**config.mk**
```make
export PLATFORM = sky130hd
export DESIGN_NAME = branch_unit
export DESIGN_NICKNAME = d
export VERILOG_FILES = /design/src/source/fetch_pkg.sv /design/src/source/resolution_if.sv /design/src/source/resolution_in.sv /design/src/source/btb.sv /design/src/source/bht.sv /design/src/source/pc_gen.sv /design/src/source/branch_unit.sv
export VERILOG_INCLUDE_DIRS = /design/src /design/src/source
export SDC_FILE = /design/constraint.sdc
export NUM_CORES = 2
export LEC_CHECK = 0
export ABC_AREA = 1
export BUFFER_PORTS_ARGS = -buffer_cell sky130_fd_sc_hd__buf_2
export CAP_MARGIN = 20
export CORE_MARGIN = 1.5
export CORE_UTILIZATION = 35
export DETAILED_ROUTE_END_ITERATION = 12
export SLEW_MARGIN = 20
export SYNTH_ARGS = -nofsm -noshare
export SYNTH_HDL_FRONTEND = slang
export SYNTH_SLANG_ARGS = --single-unit
```
**constraint.sdc**
```tcl
create_clock -name clk_i -period 2.79 [get_ports clk_i]
set_input_delay 0.279 -clock clk_i [delete_from_list [all_inputs] [get_ports clk_i]]
set_output_delay 0.279 -clock clk_i [all_outputs]
set_load 0.03 [all_outputs]
```
**src/source/fetch_macros.svh**
```systemverilog
// ---------------------------------------------------------
// Global widths and boot address for the fetch branch unit
// Include wherever a width or the reset PC is needed
// ---------------------------------------------------------

`ifndef FETCH_MACROS_SVH
`define FETCH_MACROS_SVH

// Address width in bits
`define XLEN 32

// Low address bits dropped for word aligned fetch
`define OFFSET 2

// BTB index width, 16 rows
`define BTB_BITS 4

// BHT index width, 32 counters
`define BHT_BITS 5

// First fetch address after reset
`define BOOT_PC 32'h0000_0100

`endif

```
**src/source/fetch_pkg.sv**
```systemverilog
// ---------------------------------------------------------
// Shared address, index and counter types of the fetch unit
// ---------------------------------------------------------

`default_nettype none

`include "fetch_macros.svh"

package fetch_pkg;

  // Full byte address
  typedef logic [`XLEN-1:0] xlen_t;

  // Address without its offset bits, as the BTB stores targets
  typedef logic [`XLEN-`OFFSET-1:0] word_addr_t;

  // BTB row select and tag
  typedef logic [`BTB_BITS-1:0] btb_idx_t;
  typedef logic [`XLEN-`BTB_BITS-`OFFSET-1:0] btb_tag_t;

  // BHT row select
  typedef logic [`BHT_BITS-1:0] bht_idx_t;

  // Two-bit saturating counter, MSB set means predict taken
  typedef enum logic [1:0] {
    STRONG_NT = 2'b00,
    WEAK_NT   = 2'b01,
    WEAK_T    = 2'b10,
    STRONG_T  = 2'b11
  } bht_cnt_t;

endpackage

`default_nettype wire

```
**src/source/resolution_if.sv**
```systemverilog
// ---------------------------------------------------------
// Registered branch resolution, from input stage to tables
// One driver on src, BTB, BHT and PC generator listen on dst
// ---------------------------------------------------------

`timescale 1ns/10ps
`default_nettype none

interface resolution_if;

  import fetch_pkg::*;

  // One-cycle pulse, no back-pressure
  logic  valid;
  // Branch instruction address
  xlen_t pc;
  // Resolved branch target
  xlen_t target;
  // Resolved direction
  logic  taken;
  // Valid and not taken, BTB row to drop
  logic  del_entry;
  // Fetch went the wrong way, already qualified with valid
  logic  mispredict;

  // Input stage side
  modport src (
    output valid, pc, target, taken, del_entry, mispredict
  );

  // Table and PC generator side
  modport dst (
    input valid, pc, target, taken, del_entry, mispredict
  );

endinterface

`default_nettype wire

```
**src/source/resolution_in.sv**
```systemverilog
// ---------------------------------------------------------
// Input stage, registers execute stage branch resolutions
// and derives the BTB delete and fetch redirect flags
// ---------------------------------------------------------

`timescale 1ns/10ps
`default_nettype none

module resolution_in (
  input  wire logic             clk_i,
  input  wire logic             rst_ni,
  input  wire logic             res_valid_i,
  input  wire fetch_pkg::xlen_t res_pc_i,
  input  wire fetch_pkg::xlen_t res_target_i,
  input  wire logic             res_taken_i,
  input  wire logic             res_mispredict_i,
  resolution_if.src             res_o
);

  import fetch_pkg::*;

  // Control flags
  logic  valid_q;
  logic  mispredict_q;

  // Payload, only looked at while valid_q is set
  xlen_t pc_q;
  xlen_t target_q;
  logic  taken_q;

  always_ff @(posedge clk_i or negedge rst_ni) begin
    if (!rst_ni) begin
      valid_q      <= 1'b0;
      mispredict_q <= 1'b0;
    end else begin
      valid_q      <= res_valid_i;
      mispredict_q <= res_mispredict_i;
    end
  end

  always_ff @(posedge clk_i) begin
    pc_q     <= res_pc_i;
    target_q <= res_target_i;
    taken_q  <= res_taken_i;
  end

  // ---------------------------------------------------------
  // Drive the interface
  // ---------------------------------------------------------
  assign res_o.valid      = valid_q;
  assign res_o.pc         = pc_q;
  assign res_o.target     = target_q;
  assign res_o.taken      = taken_q;
  // Not taken branch removes its BTB row
  assign res_o.del_entry  = valid_q & ~taken_q;
  // A stray mispredict flag without valid is ignored
  assign res_o.mispredict = valid_q & mispredict_q;

endmodule

`default_nettype wire

```
**src/source/btb.sv**
```systemverilog
// ---------------------------------------------------------
// Direct-mapped branch target buffer, read by the fetch PC
// and trained by registered branch resolutions
// ---------------------------------------------------------

`timescale 1ns/10ps
`default_nettype none

`include "fetch_macros.svh"

module btb (
  input  wire logic                  clk_i,
  input  wire logic                  rst_ni,
  input  wire logic                  flush_i,
  resolution_if.dst                  res_i,
  input  wire fetch_pkg::xlen_t      curr_pc_i,
  output logic                       hit_o,
  output fetch_pkg::word_addr_t      target_o
);

  import fetch_pkg::*;

  localparam int unsigned BtbRows = 1 << `BTB_BITS;

  // One row, the target is kept without its offset bits
  typedef struct packed {
    logic       valid;
    btb_tag_t   tag;
    word_addr_t target;
  } btb_entry_t;

  btb_entry_t rows_q [BtbRows];

  // Write side fields, taken from the resolved branch PC
  btb_idx_t   wr_idx;
  btb_tag_t   wr_tag;
  word_addr_t wr_target;

  // Read side fields, taken from the current fetch PC
  btb_idx_t   rd_idx;
  btb_tag_t   rd_tag;

  assign wr_idx    = res_i.pc[`BTB_BITS+`OFFSET-1:`OFFSET];
  assign wr_tag    = res_i.pc[`XLEN-1:`BTB_BITS+`OFFSET];
  assign wr_target = res_i.target[`XLEN-1:`OFFSET];

  // ---------------------------------------------------------
  // Update
  // ---------------------------------------------------------
  always_ff @(posedge clk_i or negedge rst_ni) begin
    if (!rst_ni) begin
      for (int i = 0; i < BtbRows; i++) begin
        rows_q[i] <= '0;
      end
    end else if (flush_i) begin
      // Flush wins over a resolution in the same cycle
      for (int i = 0; i < BtbRows; i++) begin
        rows_q[i] <= '0;
      end
    end else if (res_i.valid) begin
      if (res_i.del_entry) begin
        // Dropped regardless of tag, so an alias at this row also goes
        rows_q[wr_idx] <= '0;
      end else begin
        rows_q[wr_idx].valid  <= 1'b1;
        rows_q[wr_idx].tag    <= wr_tag;
        rows_q[wr_idx].target <= wr_target;
      end
    end
  end

  // ---------------------------------------------------------
  // Lookup
  // ---------------------------------------------------------
  assign rd_idx   = curr_pc_i[`BTB_BITS+`OFFSET-1:`OFFSET];
  assign rd_tag   = curr_pc_i[`XLEN-1:`BTB_BITS+`OFFSET];

  // Hit needs a live row whose tag matches the full upper PC
  assign hit_o    = rows_q[rd_idx].valid && (rows_q[rd_idx].tag == rd_tag);
  assign target_o = rows_q[rd_idx].target;

endmodule

`default_nettype wire

```
**src/source/bht.sv**
```systemverilog
// ---------------------------------------------------------
// Branch history table of two-bit saturating counters
// Indexed by PC, gives a taken or not taken prediction
// ---------------------------------------------------------

`timescale 1ns/10ps
`default_nettype none

`include "fetch_macros.svh"

module bht (
  input  wire logic             clk_i,
  input  wire logic             rst_ni,
  input  wire logic             flush_i,
  resolution_if.dst             res_i,
  input  wire fetch_pkg::xlen_t curr_pc_i,
  output logic                  pred_taken_o
);

  import fetch_pkg::*;

  localparam int unsigned BhtRows = 1 << `BHT_BITS;

  bht_cnt_t cnt_q [BhtRows];

  bht_idx_t wr_idx;
  bht_idx_t rd_idx;
  bht_cnt_t rd_cnt;

  // One step toward the resolved direction, held at both ends
  function automatic bht_cnt_t cnt_step(input bht_cnt_t cnt, input logic taken);
    bht_cnt_t nxt;
    nxt = cnt;
    case (cnt)
      STRONG_NT: nxt = taken ? WEAK_NT  : STRONG_NT;
      WEAK_NT:   nxt = taken ? WEAK_T   : STRONG_NT;
      WEAK_T:    nxt = taken ? STRONG_T : WEAK_NT;
      STRONG_T:  nxt = taken ? STRONG_T : WEAK_T;
      default:   nxt = WEAK_NT;
    endcase
    return nxt;
  endfunction

  assign wr_idx = res_i.pc[`BHT_BITS+`OFFSET-1:`OFFSET];
  assign rd_idx = curr_pc_i[`BHT_BITS+`OFFSET-1:`OFFSET];

  // ---------------------------------------------------------
  // Training, flush over resolution
  // ---------------------------------------------------------
  always_ff @(posedge clk_i or negedge rst_ni) begin
    if (!rst_ni) begin
      for (int i = 0; i < BhtRows; i++) begin
        cnt_q[i] <= WEAK_NT;
      end
    end else if (flush_i) begin
      for (int i = 0; i < BhtRows; i++) begin
        cnt_q[i] <= WEAK_NT;
      end
    end else if (res_i.valid) begin
      cnt_q[wr_idx] <= cnt_step(cnt_q[wr_idx], res_i.taken);
    end
  end

  // Predict taken in the two upper states
  assign rd_cnt       = cnt_q[rd_idx];
  assign pred_taken_o = (rd_cnt == WEAK_T) || (rd_cnt == STRONG_T);

endmodule

`default_nettype wire

```
**src/source/pc_gen.sv**
```systemverilog
// ---------------------------------------------------------
// Fetch PC generator, offers one address per valid/ready
// transfer and follows prediction or redirect
// ---------------------------------------------------------

`timescale 1ns/10ps
`default_nettype none

`include "fetch_macros.svh"

module pc_gen (
  input  wire logic                  clk_i,
  input  wire logic                  rst_ni,
  resolution_if.dst                  res_i,
  input  wire logic                  btb_hit_i,
  input  wire fetch_pkg::word_addr_t btb_target_i,
  input  wire logic                  pred_taken_i,
  input  wire logic                  fetch_ready_i,
  output logic                       fetch_valid_o,
  output fetch_pkg::xlen_t           fetch_pc_o
);

  import fetch_pkg::*;

  // Sequential step, one word
  localparam xlen_t PcStep = xlen_t'(1 << `OFFSET);

  xlen_t pc_q;
  logic  valid_q;

  // Candidate next addresses
  xlen_t pred_pc;
  xlen_t redirect_pc;
  logic  accept;

  // Predicted path, target only when both tables agree
  assign pred_pc = (btb_hit_i && pred_taken_i) ? {btb_target_i, {`OFFSET{1'b0}}}
                                               : pc_q + PcStep;

  // Correct path of a mispredicted branch
  assign redirect_pc = res_i.taken ? res_i.target : res_i.pc + PcStep;

  assign accept = valid_q && fetch_ready_i;

  // ---------------------------------------------------------
  // PC and valid registers
  // ---------------------------------------------------------
  always_ff @(posedge clk_i or negedge rst_ni) begin
    if (!rst_ni) begin
      pc_q    <= `BOOT_PC;
      valid_q <= 1'b0;
    end else begin
      // Valid comes up one edge after reset, then stays
      valid_q <= 1'b1;
      if (res_i.mispredict) begin
        // Redirect beats back-pressure and prediction
        pc_q <= redirect_pc;
      end else if (accept) begin
        pc_q <= pred_pc;
      end
      // Otherwise hold, fetch_pc_o stays stable under stall
    end
  end

  assign fetch_valid_o = valid_q;
  assign fetch_pc_o    = pc_q;

endmodule

`default_nettype wire

```
**src/source/branch_unit.sv**
```systemverilog
// ---------------------------------------------------------
// Branch prediction and next-PC top, connects input stage,
// BTB, BHT and PC generator behind plain ports
// ---------------------------------------------------------

`timescale 1ns/10ps
`default_nettype none

module branch_unit (
  input  wire logic             clk_i,
  input  wire logic             rst_ni,
  input  wire logic             flush_i,
  // Resolution from execute
  input  wire logic             res_valid_i,
  input  wire fetch_pkg::xlen_t res_pc_i,
  input  wire fetch_pkg::xlen_t res_target_i,
  input  wire logic             res_taken_i,
  input  wire logic             res_mispredict_i,
  // Fetch address handshake
  output logic                  fetch_valid_o,
  output fetch_pkg::xlen_t      fetch_pc_o,
  input  wire logic             fetch_ready_i
);

  import fetch_pkg::*;

  // Prediction path
  xlen_t      curr_pc;
  logic       btb_hit;
  word_addr_t btb_target;
  logic       pred_taken;

  resolution_if u_res_if ();

  // ---------------------------------------------------------
  // Resolution input stage
  // ---------------------------------------------------------
  resolution_in u_resolution_in (
    .clk_i            (clk_i),
    .rst_ni           (rst_ni),
    .res_valid_i      (res_valid_i),
    .res_pc_i         (res_pc_i),
    .res_target_i     (res_target_i),
    .res_taken_i      (res_taken_i),
    .res_mispredict_i (res_mispredict_i),
    .res_o            (u_res_if.src)
  );

  // ---------------------------------------------------------
  // Prediction tables
  // ---------------------------------------------------------
  btb u_btb (
    .clk_i     (clk_i),
    .rst_ni    (rst_ni),
    .flush_i   (flush_i),
    .res_i     (u_res_if.dst),
    .curr_pc_i (curr_pc),
    .hit_o     (btb_hit),
    .target_o  (btb_target)
  );

  bht u_bht (
    .clk_i        (clk_i),
    .rst_ni       (rst_ni),
    .flush_i      (flush_i),
    .res_i        (u_res_if.dst),
    .curr_pc_i    (curr_pc),
    .pred_taken_o (pred_taken)
  );

  // PC generator, its PC also drives both table lookups
  pc_gen u_pc_gen (
    .clk_i         (clk_i),
    .rst_ni        (rst_ni),
    .res_i         (u_res_if.dst),
    .btb_hit_i     (btb_hit),
    .btb_target_i  (btb_target),
    .pred_taken_i  (pred_taken),
    .fetch_ready_i (fetch_ready_i),
    .fetch_valid_o (fetch_valid_o),
    .fetch_pc_o    (curr_pc)
  );

  assign fetch_pc_o = curr_pc;

endmodule

`default_nettype wire

```
==> impl_metrics.toml <==
[route]
initialDrtViolationCount = 5933
wirelength_um = 205000
viasPerCell = 5.78
routedWlPerCell_um = 24.6
final_antenna_net_count = 0
drt_first_pass_iters = 6
vias = 48197
post-route-drc-count = 0

[setup_path]
startpoint = "u_pc_gen.fetch_pc_o[2]$_DFFE_PN0P_"
reg2reg_to = "u_pc_gen.fetch_pc_o[0]$_DFFE_PN0P_"
max_stage_delay_ns = 0.50
worstSetupStartpointType = "flop"
worstSetupPathType = "flop to flop"
worstSetupEndpointType = "flop"
reg2reg_depth = 22
crit_path_end = "u_pc_gen.fetch_pc_o[0]$_DFFE_PN0P_"
r2r_slack_ns = -0.19
critPathArrivalTime_ns = 3.62
critical_path.slowest_cell = "dfrtp_4"
cp.required_ns = 3.44
crit_top_cell = "nand2_1"
cp_max_fo = 8
cp_cell_sequence = "buf_12, clkinv_16, buf_8, buf_4, nand2_2, nand3_1, o21ai_1, nand2_1, nand2_1, inv_2, nand2_1, nand2_1, nand2_2, nand2_1, nor2_1, nand2_1, nor2_4, nand2_4, buf_6, o21ai_1, buf_4, o22ai_1"
timing.rr.start = "u_pc_gen.fetch_pc_o[2]$_DFFE_PN0P_"

[floorplan]
die-area_sq_mm = 0.148
fp.dieH_um = 384
ios = 104
rows = 139
coreArea_sq_mm = 0.144
die_x_um = 384
initial_core_util_pct = 35.3

[finish]
final_common_cell = "dfrtp_1"
drive_gt1_share_pct = 14.7
final_nets = 6411
seqCellArea_sq_mm = 0.0267
fin_area_sq_mm = 0.0617
area_growth_pct = 21.2
n_fill_cell = 14318
final_cell_mix = "dfrtp_1 (974), nand2_1 (903), inv_1 (741), o21ai_0 (719), nand3_1 (675)"
multi_input_area_sq_mm = 0.0198

[placement]
place_area_sq_mm = 0.0553
place.gp.congestion = 1.02
post-dp-hpwl_um = 123000
port_buffers = 103

[clock_network]
cts_sinks = 1076
clockRootBuffer = "clkbuf_16"
clk_pin_slew_ns = 0.07
clkLatencyLatePin_ns = 0.78
cts_tree = "built"
clk_path_buf_depth = 3
cts_made_buffers = 119
htreeDepth = 3

[sta]
rsz0062_at_grt = "true"
worst_pin_slew_ns = 0.800
final_max_slew_viol_count = 0
fin_worst_skew_ns = 0.0399
hold_viol_final = 0
fin_crit_ns = 2.98
finalCritPeriodShare_pct = 107
tns_ns = -3.29
setup_viol = 32
setup_ws_ns = -0.186
fmax_ghz = 0.336
slew-limit-headroom_pct = 46.6

[run]
max_cap_violations = 0

[synth]
syn-cell-area_sq_mm = 0.0509
synth_top_area_share_pct = 48.1
yosys.area.top_type = "dfrtp_1"
synth_ff_type = "dfrtp_1"
ys_ff_latch = 1076
yosysUniqueCellTypes = 49
syn_area_per_cell_sq_um = 8.22
synth_nets = 6268
synthTopCellsByArea = "dfrtp_1 (48%), nand2_1 (7.3%), o21ai_0 (7.2%)"
async_reset_ff_share_pct = 94.0
synth_warnings = 0
seq_area_frac_synth_pct = 52.3
synthCells = 6191
synth_edf_count = 0

[global_route]
grt_max_degree = 134
grt_usage_pct = 27.4
grt_overflow = 0
grt_use_met2_pct = 40.5
gr-usage-met1_pct = 38.1
first_global_vias = 46253
top_usage_layer = "met2"
use_met3_pct = 6.12
antenna_found_initial = 4
grt_pass1_wl_um = 306000

[pwr]
vdd_drop_max_uv = 552
p_leak_nw = 28.4
p_per_area_mw_per_mm2 = 753

[status]
violations = "negative setup slack"
status = "finished, violations left"

[min_path]
hold_class = "input port to asynchronous set/reset pin"
==> layout make-up <==
cell class / count / share of cell area [%]
Sequential cell: 1076 / 43.2
Multi-Input combinational cell: 3812 / 32.2
Timing Repair Buffer: 537 / 9.05
Clock buffer: 172 / 5.69
Inverter: 784 / 4.84
Tap cell: 1903 / 3.86
Clock inverter: 55 / 1.07
Timing Repair inverter: 4 / 0.122
Antenna cell: 1 / 0.00406
==> how the worst min path moves through the flow <==
stage	start	endpoint	slack, ns	cells past startpoint
5_1_grt	rst_ni	u_btb.rows_q[51]$_DFFE_PN0P_	0.09	2
3_3_place_gp	rst_ni	u_btb.rows_q[51]$_DFFE_PN0P_	0.28	1
3_5_place_dp	rst_ni	u_btb.rows_q[51]$_DFFE_PN0P_	0.27	1
4_1_cts	rst_ni	u_btb.rows_q[51]$_DFFE_PN0P_	0.07	2
2_1_floorplan	rst_ni	u_bht.cnt_q[11]$_DFFE_PN0P_	-0.02	0
6_report	rst_ni	u_btb.rows_q[51]$_DFFE_PN0P_	0.06	2
==> where the power goes <==
group          internal (mW)  switching, mW  total (mW)
combinational           4.33           9.06        13.4
clock                   9.78           6.98        16.8
sequential              15.9          0.446        16.3
==> critical path, delay by kind of cell (launching register included) <==
kind                   cells  cell delay, ns
flip-flops                 1            0.50
buffers and inverters      7            1.00
AND/OR/NAND/NOR           12            1.02
AO/OA/AOI/OAI              3            0.30
==> through the flow <==
stage	utilization (%)	std cells	setup WS, ns	hold WS, ns	power (mW)
floorplan	-	6191	0.328	-0.0166	22.9
global placement	38.4	8006	-0.416	0.283	28.3
detailed placement	38.4	8006	-0.435	0.273	28.3
CTS	42.5	8339	-0.0889	0.0664	45.9
global route	42.8	8344	-0.273	0.0916	48.1
finish	42.8	8344	-0.186	0.0641	46.5
==> sequential cells by signal, indices dropped and copies added, names as in the netlist <==
name                          cells
u_resolution_in.mispredict_q      1
u_pc_gen.fetch_valid_o            1
u_resolution_in.res_o.valid       1
u_bht.cnt_q                      64
u_btb.rows_q                    912
u_resolution_in.res_o.target     32
u_resolution_in.res_o.pc         32
u_pc_gen.fetch_pc_o              32
u_resolution_in.res_o.taken       1
==> synthesized netlist by cell type, types with 2 or more instances <==
master    number
nor2_4         4
nand2_1      991
a31oi_1       22
a211oi_1      11
o21bai_1       2
xor2_1        47
a21oi_1      262
a221oi_1       7
clkbuf_1     331
dfrtp_1      978
inv_1        755
or2_2          2
o211ai_1      92
clkinv_1      19
dfstp_2       33
nor4_1         4
a22o_1        15
nand3_1      721
o21ai_0      729
nand2_2        5
buf_2         82
nand3_2        2
nand4_1       12
o22a_1         5
o22ai_1      576
nor2_1       248
nor2_2         8
buf_4         21
nor3_1        17
buf_6         24
dfxtp_1       65
buf_1         60
ha_1           6
o21ai_1       12
inv_2          9
==> routing by layer <==
metal	part of all wire (%)	up-vias
met5	0.011	-
met4	5.1	4
met3	10	520
met2	43	2682
met1	42	23856
li1	-	21135
==> cells by family after synthesis <==
group | count (synthesis) | share of synthesized area, %
DFF | 1076 | 52.3
AOI/OAI and AO/OA | 1739 | 19.3
and+or+nand+nor | 2019 | 17.0
adders and majority gates | 6 | 0.148
other | 1 | 0.00737
buffers and inverters | 1303 | 10.3
xor gates and xnor gates | 47 | 0.809
==> timing repair <==
action,in CTS,in global routing
hold buffers,68,0
gates resized for setup,152,109
setup endpoints to repair,32,87
gates cloned,12,2
endpoints found under the hold margin,322,0
buffers inserted,27,4
pin swaps,21,33
No activity file was read; power rests on OpenSTA's default activity.
